### config.mk
export PLATFORM = sky130hd
export DESIGN_NAME = manager
export DESIGN_NICKNAME = d
export VERILOG_FILES = /design/src/mgr_pkg.sv /design/src/manager.sv /design/src/stu_cntl.sv /design/src/wu_decode.sv /design/src/wu_memory.sv /design/src/wu_fetch.sv
export SDC_FILE = /design/constraint.sdc
export NUM_CORES = 2
export LEC_CHECK = 0
export ABC_CLOCK_PERIOD_IN_PS = 5150
export BUFFER_PORTS_ARGS = -buffer_cell sky130_fd_sc_hd__buf_2
export CAP_MARGIN = 20
export CORE_MARGIN = 4
export CORE_UTILIZATION = 35
export CTS_BUF_LIST = sky130_fd_sc_hd__clkbuf_4 sky130_fd_sc_hd__clkbuf_8
export CTS_CLUSTER_SIZE = 30
export DETAILED_ROUTE_END_ITERATION = 7
export MAX_ROUTING_LAYER = met4
export PLACE_DENSITY_LB_ADDON = 0.2
export SYNTH_ARGS = -nofsm -noshare
export SYNTH_HDL_FRONTEND = slang
export SYNTH_SLANG_ARGS = --single-unit
### constraint.sdc
create_clock -name clk -period 5.15 [get_ports clk]
set_input_delay 1.03 -clock clk [delete_from_list [all_inputs] [get_ports clk]]
set_output_delay 1.03 -clock clk [all_outputs]
set_load 0.01 [all_outputs]
### src/mgr_pkg.sv
// Shared widths, encodings and bus structs for the manager work-unit and upstream paths
package mgr_pkg;

  // ------------------------------------------------------------
  // Sizes
  // ------------------------------------------------------------

  // Work-unit memory addressing
  localparam int WU_ADDR_W    = 6;
  localparam int WU_DEPTH     = 64;

  // Option slots carried by every work-unit entry
  localparam int OPT_PER_INST = 2;

  // OOB descriptor tag, also echoed back on the upstream bus
  localparam int TAG_W        = 4;
  localparam int STU_DATA_W   = 32;

  // ------------------------------------------------------------
  // Plain vector types
  // ------------------------------------------------------------

  typedef logic [WU_ADDR_W-1:0]  wu_addr_t;
  typedef logic [7:0]            opt_value_t;
  typedef logic [TAG_W-1:0]      tag_t;
  typedef logic [STU_DATA_W-1:0] stu_data_t;

  // ------------------------------------------------------------
  // Encodings
  // ------------------------------------------------------------

  // Entry kind, only OP produces a descriptor
  typedef enum logic [1:0] {
    NOP = 2'd0,
    OP  = 2'd1,
    MR  = 2'd2,
    MW  = 2'd3
  } inst_op_e;

  // Which descriptor field an option slot writes
  typedef enum logic [1:0] {
    NONE      = 2'd0,
    NUM_LANES = 2'd1,
    STOP_CMD  = 2'd2,
    SIMD_CMD  = 2'd3
  } opt_type_e;

  // Packet delineator on stack-bus beats
  typedef enum logic [1:0] {
    SOP    = 2'd0,
    MOP    = 2'd1,
    EOP    = 2'd2,
    SINGLE = 2'd3
  } intf_cntl_e;

  // Upstream beat kind, selects return output
  typedef enum logic {
    DATA = 1'b0,
    CTRL = 1'b1
  } stu_type_e;

  typedef enum logic {
    IDLE = 1'b0,
    RUN  = 1'b1
  } fetch_state_e;

  // ------------------------------------------------------------
  // Bus payloads
  // ------------------------------------------------------------

  typedef struct packed {
    opt_type_e  opt_type;
    opt_value_t value;
  } wu_opt_t;

  // Slot 0 sits in the low bits
  typedef struct packed {
    inst_op_e                   op;
    wu_opt_t [OPT_PER_INST-1:0] opt;
  } wu_entry_t;

  // Count is 1 to WU_DEPTH, hence one extra bit
  typedef struct packed {
    wu_addr_t             start_addr;
    logic [WU_ADDR_W:0]   count;
  } wu_run_t;

  typedef struct packed {
    wu_addr_t  addr;
    wu_entry_t entry;
  } wu_load_t;

  typedef struct packed {
    tag_t       tag;
    opt_value_t num_lanes;
    opt_value_t stop_cmd;
    opt_value_t simd_cmd;
  } oob_desc_t;

  typedef struct packed {
    intf_cntl_e cntl;
    stu_type_e  beat_type;
    tag_t       tag;
    stu_data_t  data;
  } stu_beat_t;

  typedef struct packed {
    intf_cntl_e cntl;
    tag_t       tag;
    stu_data_t  data;
  } ret_beat_t;

endpackage
### src/manager.sv
// Manager top level, joins work-unit fetch, memory and decode with the upstream controller
`timescale 1ns/1ps

module manager (
  input  logic                clk,
  input  logic                rst_n,

  // Run command
  input  logic                run_valid,
  input  mgr_pkg::wu_run_t    run,
  output logic                run_ready,

  // Work-unit memory load
  input  logic                load_valid,
  input  mgr_pkg::wu_load_t   load,

  // Stack-bus downstream OOB
  output logic                oob_valid,
  output mgr_pkg::oob_desc_t  oob,
  input  logic                oob_ready,

  // Stack-bus upstream
  input  logic                stu_valid,
  input  mgr_pkg::stu_beat_t  stu,
  output logic                stu_ready,

  // Return data and return control
  output logic                rdp_valid,
  output mgr_pkg::ret_beat_t  rdp,
  input  logic                rdp_ready,
  output logic                rcp_valid,
  output mgr_pkg::ret_beat_t  rcp,
  input  logic                rcp_ready
);

  // ------------------------------------------------------------
  // Fetch to memory
  // ------------------------------------------------------------
  logic               rd_en;
  mgr_pkg::wu_addr_t  rd_addr;
  logic               stall;

  wu_fetch u_wu_fetch (
    .clk       (clk),
    .rst_n     (rst_n),
    .run_valid (run_valid),
    .run       (run),
    .run_ready (run_ready),
    .rd_en     (rd_en),
    .rd_addr   (rd_addr),
    .stall     (stall)
  );

  // ------------------------------------------------------------
  // Memory to decode
  // ------------------------------------------------------------
  logic                ent_valid;
  mgr_pkg::wu_entry_t  ent;
  logic                ent_ready;

  wu_memory u_wu_memory (
    .clk        (clk),
    .rst_n      (rst_n),
    .load_valid (load_valid),
    .load       (load),
    .rd_en      (rd_en),
    .rd_addr    (rd_addr),
    .stall      (stall),
    .ent_valid  (ent_valid),
    .ent        (ent),
    .ent_ready  (ent_ready)
  );

  wu_decode u_wu_decode (
    .clk       (clk),
    .rst_n     (rst_n),
    .ent_valid (ent_valid),
    .ent       (ent),
    .ent_ready (ent_ready),
    .oob_valid (oob_valid),
    .oob       (oob),
    .oob_ready (oob_ready)
  );

  // Upstream path is independent of the work-unit path
  stu_cntl u_stu_cntl (
    .clk       (clk),
    .rst_n     (rst_n),
    .stu_valid (stu_valid),
    .stu       (stu),
    .stu_ready (stu_ready),
    .rdp_valid (rdp_valid),
    .rdp       (rdp),
    .rdp_ready (rdp_ready),
    .rcp_valid (rcp_valid),
    .rcp       (rcp),
    .rcp_ready (rcp_ready)
  );

endmodule

### src/stu_cntl.sv
// Stack-bus upstream controller, registers each beat and routes it to return data or return control
`timescale 1ns/1ps

module stu_cntl (
  input  logic                clk,
  input  logic                rst_n,

  // Upstream stack bus
  input  logic                stu_valid,
  input  mgr_pkg::stu_beat_t  stu,
  output logic                stu_ready,

  // Return data path
  output logic                rdp_valid,
  output mgr_pkg::ret_beat_t  rdp,
  input  logic                rdp_ready,

  // Return control path
  output logic                rcp_valid,
  output mgr_pkg::ret_beat_t  rcp,
  input  logic                rcp_ready
);

  // Index 0 is data, index 1 is control
  logic [1:0]          sel;
  logic [1:0]          out_ready;
  logic [1:0]          out_free;
  logic [1:0]          out_valid;
  logic [1:0]          take;
  mgr_pkg::ret_beat_t  out_q [2];
  mgr_pkg::ret_beat_t  beat;

  assign sel       = (stu.beat_type == mgr_pkg::CTRL) ? 2'b10 : 2'b01;
  assign out_ready = {rcp_ready, rdp_ready};

  // Ready depends only on the register this beat targets
  assign stu_ready = |(sel & out_free);
  assign take      = sel & {2{stu_valid && stu_ready}};

  // Type bit is dropped on the way out
  assign beat = '{cntl: stu.cntl, tag: stu.tag, data: stu.data};

  // ------------------------------------------------------------
  // Per-output register
  // ------------------------------------------------------------
  for (genvar g = 0; g < 2; g++) begin : g_out
    assign out_free[g] = !out_valid[g] || out_ready[g];

    always_ff @(posedge clk) begin
      if (!rst_n) begin
        out_valid[g] <= 1'b0;
      end else if (take[g]) begin
        out_valid[g] <= 1'b1;
      end else if (out_ready[g]) begin
        out_valid[g] <= 1'b0;
      end
    end

    // Payload, no reset
    always_ff @(posedge clk) begin
      if (take[g]) begin
        out_q[g] <= beat;
      end
    end

    // Routed beat held under back-pressure
    a_out_hold : assert property (
      @(posedge clk) disable iff (!rst_n)
      (out_valid[g] && !out_ready[g]) |=> (out_valid[g] && $stable(out_q[g]))
    );
  end

  assign rdp_valid = out_valid[0];
  assign rdp       = out_q[0];
  assign rcp_valid = out_valid[1];
  assign rcp       = out_q[1];

endmodule

### src/wu_decode.sv
// Work-unit decode that turns OP entries into tagged OOB configuration descriptors and drops the rest
`timescale 1ns/1ps

module wu_decode (
  input  logic                clk,
  input  logic                rst_n,

  // Entry stream from memory
  input  logic                ent_valid,
  input  mgr_pkg::wu_entry_t  ent,
  output logic                ent_ready,

  // Stack-bus downstream OOB
  output logic                oob_valid,
  output mgr_pkg::oob_desc_t  oob,
  input  logic                oob_ready
);

  mgr_pkg::tag_t       tag_cnt;
  mgr_pkg::oob_desc_t  desc;
  logic                is_op;
  logic                ent_take;
  logic                emit;

  // Free when empty or draining this cycle
  assign ent_ready = !oob_valid || oob_ready;
  assign ent_take  = ent_valid && ent_ready;

  // MR and MW fall through as NOP
  assign is_op = (ent.op == mgr_pkg::OP);
  assign emit  = ent_take && is_op;

  // ------------------------------------------------------------
  // Descriptor build
  // ------------------------------------------------------------
  always_comb begin
    desc     = '0;
    desc.tag = tag_cnt;
    // Ascending slot order so slot 1 wins on a clash
    for (int i = 0; i < mgr_pkg::OPT_PER_INST; i++) begin
      case (ent.opt[i].opt_type)
        mgr_pkg::NUM_LANES: desc.num_lanes = ent.opt[i].value;
        mgr_pkg::STOP_CMD:  desc.stop_cmd  = ent.opt[i].value;
        mgr_pkg::SIMD_CMD:  desc.simd_cmd  = ent.opt[i].value;
        default: begin
          // NONE leaves the field at zero
        end
      endcase
    end
  end

  // ------------------------------------------------------------
  // Output stage
  // ------------------------------------------------------------

  // Valid flag and tag sequence
  always_ff @(posedge clk) begin
    if (!rst_n) begin
      oob_valid <= 1'b0;
      tag_cnt   <= '0;
    end else begin
      if (emit) begin
        oob_valid <= 1'b1;
      end else if (oob_ready) begin
        oob_valid <= 1'b0;
      end
      // One tag per emitted descriptor and wrapping across runs
      if (emit) begin
        tag_cnt <= tag_cnt + 1'b1;
      end
    end
  end

  // Payload
  always_ff @(posedge clk) begin
    if (emit) begin
      oob <= desc;
    end
  end

  // Descriptor held while downstream stalls
  a_oob_hold : assert property (
    @(posedge clk) disable iff (!rst_n)
    (oob_valid && !oob_ready) |=> (oob_valid && $stable(oob))
  );

endmodule

### src/wu_memory.sv
// Work-unit storage, loaded through a write port and read by fetch into a held output register
`timescale 1ns/1ps

module wu_memory (
  input  logic                clk,
  input  logic                rst_n,

  // Load port, always accepted
  input  logic                load_valid,
  input  mgr_pkg::wu_load_t   load,

  // Read request from fetch
  input  logic                rd_en,
  input  mgr_pkg::wu_addr_t   rd_addr,
  output logic                stall,

  // Entry stream to decode
  output logic                ent_valid,
  output mgr_pkg::wu_entry_t  ent,
  input  logic                ent_ready
);

  mgr_pkg::wu_entry_t  mem [mgr_pkg::WU_DEPTH];
  logic                rd_take;

  // Held entry blocks the next read
  assign stall   = ent_valid && !ent_ready;
  assign rd_take = rd_en && !stall;

  // ------------------------------------------------------------
  // Storage
  // ------------------------------------------------------------
  always_ff @(posedge clk) begin
    if (load_valid) begin
      mem[load.addr] <= load.entry;
    end
  end

  // ------------------------------------------------------------
  // Output register
  // ------------------------------------------------------------

  // Valid flag
  always_ff @(posedge clk) begin
    if (!rst_n) begin
      ent_valid <= 1'b0;
    end else if (rd_take) begin
      ent_valid <= 1'b1;
    end else if (ent_ready) begin
      ent_valid <= 1'b0;
    end
  end

  // Payload, refreshed only on a taken read
  always_ff @(posedge clk) begin
    if (rd_take) begin
      ent <= mem[rd_addr];
    end
  end

  // Entry held steady until decode takes it
  a_ent_hold : assert property (
    @(posedge clk) disable iff (!rst_n)
    (ent_valid && !ent_ready) |=> (ent_valid && $stable(ent))
  );

endmodule

### src/wu_fetch.sv
// Work-unit fetch, takes a run command and walks the memory address range one read at a time
`timescale 1ns/1ps

module wu_fetch (
  input  logic               clk,
  input  logic               rst_n,

  // Run command
  input  logic               run_valid,
  input  mgr_pkg::wu_run_t   run,
  output logic               run_ready,

  // Read port to work-unit memory
  output logic               rd_en,
  output mgr_pkg::wu_addr_t  rd_addr,
  input  logic               stall
);

  mgr_pkg::fetch_state_e        state;
  mgr_pkg::wu_addr_t            cur_addr;
  logic [mgr_pkg::WU_ADDR_W:0]  remaining;
  logic                         last_read;

  // Only idle fetch takes a new run
  assign run_ready = (state == mgr_pkg::IDLE);
  assign rd_en     = (state == mgr_pkg::RUN);
  assign rd_addr   = cur_addr;
  assign last_read = (remaining == {{mgr_pkg::WU_ADDR_W{1'b0}}, 1'b1});

  // ------------------------------------------------------------
  // Sequencer
  // ------------------------------------------------------------
  always_ff @(posedge clk) begin
    if (!rst_n) begin
      state     <= mgr_pkg::IDLE;
      cur_addr  <= '0;
      remaining <= '0;
    end else begin
      case (state)
        mgr_pkg::IDLE: begin
          if (run_valid) begin
            cur_addr  <= run.start_addr;
            remaining <= run.count;
            // Zero count would never terminate
            if (run.count != '0) begin
              state <= mgr_pkg::RUN;
            end
          end
        end
        default: begin
          // Advance only on an accepted read, address wraps at top of memory
          if (!stall) begin
            cur_addr  <= cur_addr + 1'b1;
            remaining <= remaining - 1'b1;
            if (last_read) begin
              state <= mgr_pkg::IDLE;
            end
          end
        end
      endcase
    end
  end

  // No further reads once the last one of a run is taken
  a_stop_after_last : assert property (
    @(posedge clk) disable iff (!rst_n)
    (rd_en && !stall && last_read) |=> (run_ready && !rd_en)
  );

endmodule

==> impl_metrics.toml <==
[clocking]
cts_max_level = 4
clockRootBuffer = "clkbuf_8"
ctsHoldBuffers = 0
cts_sinks = 1556
cts_buffer_depth = 3
ctsResizeCount = 0
path_clk_slew_ns = 0.06
clkLatencyLatePin_ns = 0.95
cts_buffers = 240
cts_tree = "done"
cts_setup_buffers = 0

[global_route]
grt_pass1_wl_um = 230000
antenna_found_initial = 10
grt_overflow_total = 0
grt_max_degree = 83
grt_usage_pct = 18.9
first_global_vias = 31003

[worst_setup_path]
critPathCaptureType = "flop"
cp_max_fo = 76
crit_buf_inv = 1
cp_slowest_stage_delay_ns = 0.82
cp_slowest_cell = "dfxtp_4"
start_kind = "flop"
crit_type = "flop to flop"
cp.arrival_ns = 4.29
worstPathRequired_ns = 5.87
cp_cell_sequence = "buf_12 -> mux4_2 -> nand2_1 -> a21oi_1 -> o22ai_1 -> nor2_1"
r2r_start = "u_wu_fetch.rd_addr[0]"
cp_top_family = "compound AO/OA/AOI/OAI gates"
startpoint = "u_wu_fetch.rd_addr[0]"

[timing]
fmax_ghz = 0.280
skew_ns = 0.0409
slew_viol_final = 0
grt_setup_unrepaired = "no"
finalSetupViolations = 0
max_slew.worst_pin.slew_ns = 1.14
min_period_ns = 3.57
setup-tns-final_ns = 0
period_share_pct = 69.4
hold_violations = 0
slew_headroom_pct = 23.1
hold-worst-slack_ns = 0.274

[floorplan]
core_area_mm2 = 0.168
dieHeight_um = 420
start_util_pct = 35.3
dieArea_mm2 = 0.176
ios = 197
fp.dieW_um = 420
row_count = 150

[drt]
drtPass1Iterations = 7
wl_um = 163000
num_vias = 30149
routedWlPerCell_um = 28.7
drt-initial-drc-count = 2873
via_per_inst = 5.33
drc = 0
ant_nets = 0

[pwr]
power_density_mw_per_mm2 = 391
ir_drop_mv = 0.289
p_leak_nw = 21.5

[placed_design]
gp_congestion = 0.867
dp_hpwl_um = 99200
port_buffers = 196

[synth]
ys.flop_type = "edfxtp_1"
syn-cell-area_mm2 = 0.0593
ys_seq_elements = 1556
ys_seq_area_share_pct = 78.5
synth-warning-count = 0
async_reset_ff_share_pct = 0
synth_cell_types = 56
synth_edf_count = 1534
syn_area_per_cell_um2 = 20.8
synth_fp_nets = 2940
syn_inst = 2848

[job]
cap_viol_max_count = 0

[final_layout]
nFillCells = 14966
final_cell_mix = "edfxtp_1, mux4_2, clkbuf_8"
drive_gt1_share_pct = 30.3
multiInputGateArea_mm2 = 0.0122
seqCellArea_mm2 = 0.0465
final_common_cell = "edfxtp_1"
layout.nets = 3342
area_growth_pct = 15.2

[min_path]
hold_start = "stu[35]"
min_path_type = "primary input to flop"

[run_status]
status = "finished, final reports clean"
## routing by layer
layer | GRT usage, % | wire [µm] | vias up
li1 | - | - | 12674
met1 | 25.5 | 70700 | 16048
met2 | 29.3 | 76900 | 1176
met3 | 3.11 | 10100 | 251
met4 | 6.59 | 5050 | 0
met5 | - | 0 | -
## Yosys cell counts (all sizes together) (2+ instances only)
cell type  count  share of area (%)
a2111oi        2              0.030
a211o          6              0.089
a211oi         2              0.025
a21boi         6              0.076
a21o          41               0.52
a21oi         51               0.43
a221o          3              0.051
a221oi         3              0.044
a22o          27               0.40
a311oi         2              0.030
a31oi          3              0.032
a41oi          2              0.030
and2           6              0.063
buf           89               0.89
clkbuf        68               0.43
dfxtp         22               0.74
edfxtp      1534                 78
ha             4              0.084
inv            5              0.032
mux2          13               0.25
mux2i        208                3.5
mux4         266                 10
nand2        134               0.85
nand2b         9              0.095
nand3          9              0.076
nand3b         5              0.070
nand4          3              0.032
nor2          99               0.63
nor2b         18               0.19
nor3           9              0.076
nor3b          2              0.025
nor4           2              0.021
o211ai         3              0.038
o21a           3              0.038
o21ai         51               0.43
o221ai        79                1.2
o22ai         43               0.45
or3            2              0.021
or3b           2              0.030
xnor2          3              0.044
xor2           2              0.030
## flip-flops by register name (all words and copies together), names as in the netlist, 4 cells and up
register	count
u_wu_fetch.rd_addr	6
u_wu_decode.oob	28
u_wu_fetch.remaining	7
u_wu_decode.tag_cnt	4
u_stu_cntl.out_q	76
u_wu_memory.ent	22
u_wu_memory.mem	1408
## cell type report
class,instances,area share (%)
tap,2204,4.04
clock inverter,130,1.23
multi-input combinational,1130,17.9
antenna,7,0.0256
sequential,1556,68.1
inverter,5,0.0275
clock buffer,312,5.65
timing repair buffer,317,3.05
## through the flow
| step | worst slack (ns) | cells | power [mW] | instance area (µm²) | util [%] |
|---|---|---|---|---|---|
| final | 1.58 | 5661 | 26.7 | 68300 | 40.7 |
| after global placement | 1.35 | 5210 | 16.9 | 63500 | 37.9 |
| after CTS | 1.32 | 5652 | 27.0 | 68200 | 40.7 |
| after detailed placement | 1.35 | 5210 | 16.9 | 63500 | 37.9 |
| after global routing | 1.46 | 5657 | 27.7 | 68300 | 40.7 |
| after floorplan | 0.999 | 2848 | 15.8 | 59300 | - |
## worst paths after layout
kind | to | slack [ns] | cells past startpoint
setup / recovery | u_wu_memory.ent[14] | 1.58 | 6
hold reg to reg | u_wu_decode.oob[27] | 0.48 | 0
setup reg to reg | u_wu_memory.ent[14] | 1.58 | 6
hold / removal | u_stu_cntl.out_q[0][35] | 0.27 | 1
## power by group
part           total [mW]  internal [mW]  switching, mW  leakage (nW)
registers            14.3           14.1          0.165          14.0
logic                2.38          0.883           1.50          4.97
clock network        10.1           5.30           4.76          2.49
total                26.7           20.3           6.43          21.5
## worst reg2reg max path, stage by stage (launching register included)
cell     delay [ns]
dfxtp_4        0.82
buf_12         0.55
mux4_2         0.51
nand2_1        0.06
a21oi_1        0.65
o22ai_1        0.41
nor2_1         0.34
## logic make-up after synthesis
| family | Yosys count | share of synthesized area (%) |
|---|---|---|
| flops | 1556 | 78.5 |
| mux | 487 | 13.9 |
| compound gates | 331 | 3.95 |
| simple gates | 303 | 2.22 |
| buf+inv | 162 | 1.35 |
| xor+xnor | 5 | 0.0739 |
| fa+ha+maj | 4 | 0.0844 |
Power figures use the tool's default switching activity.
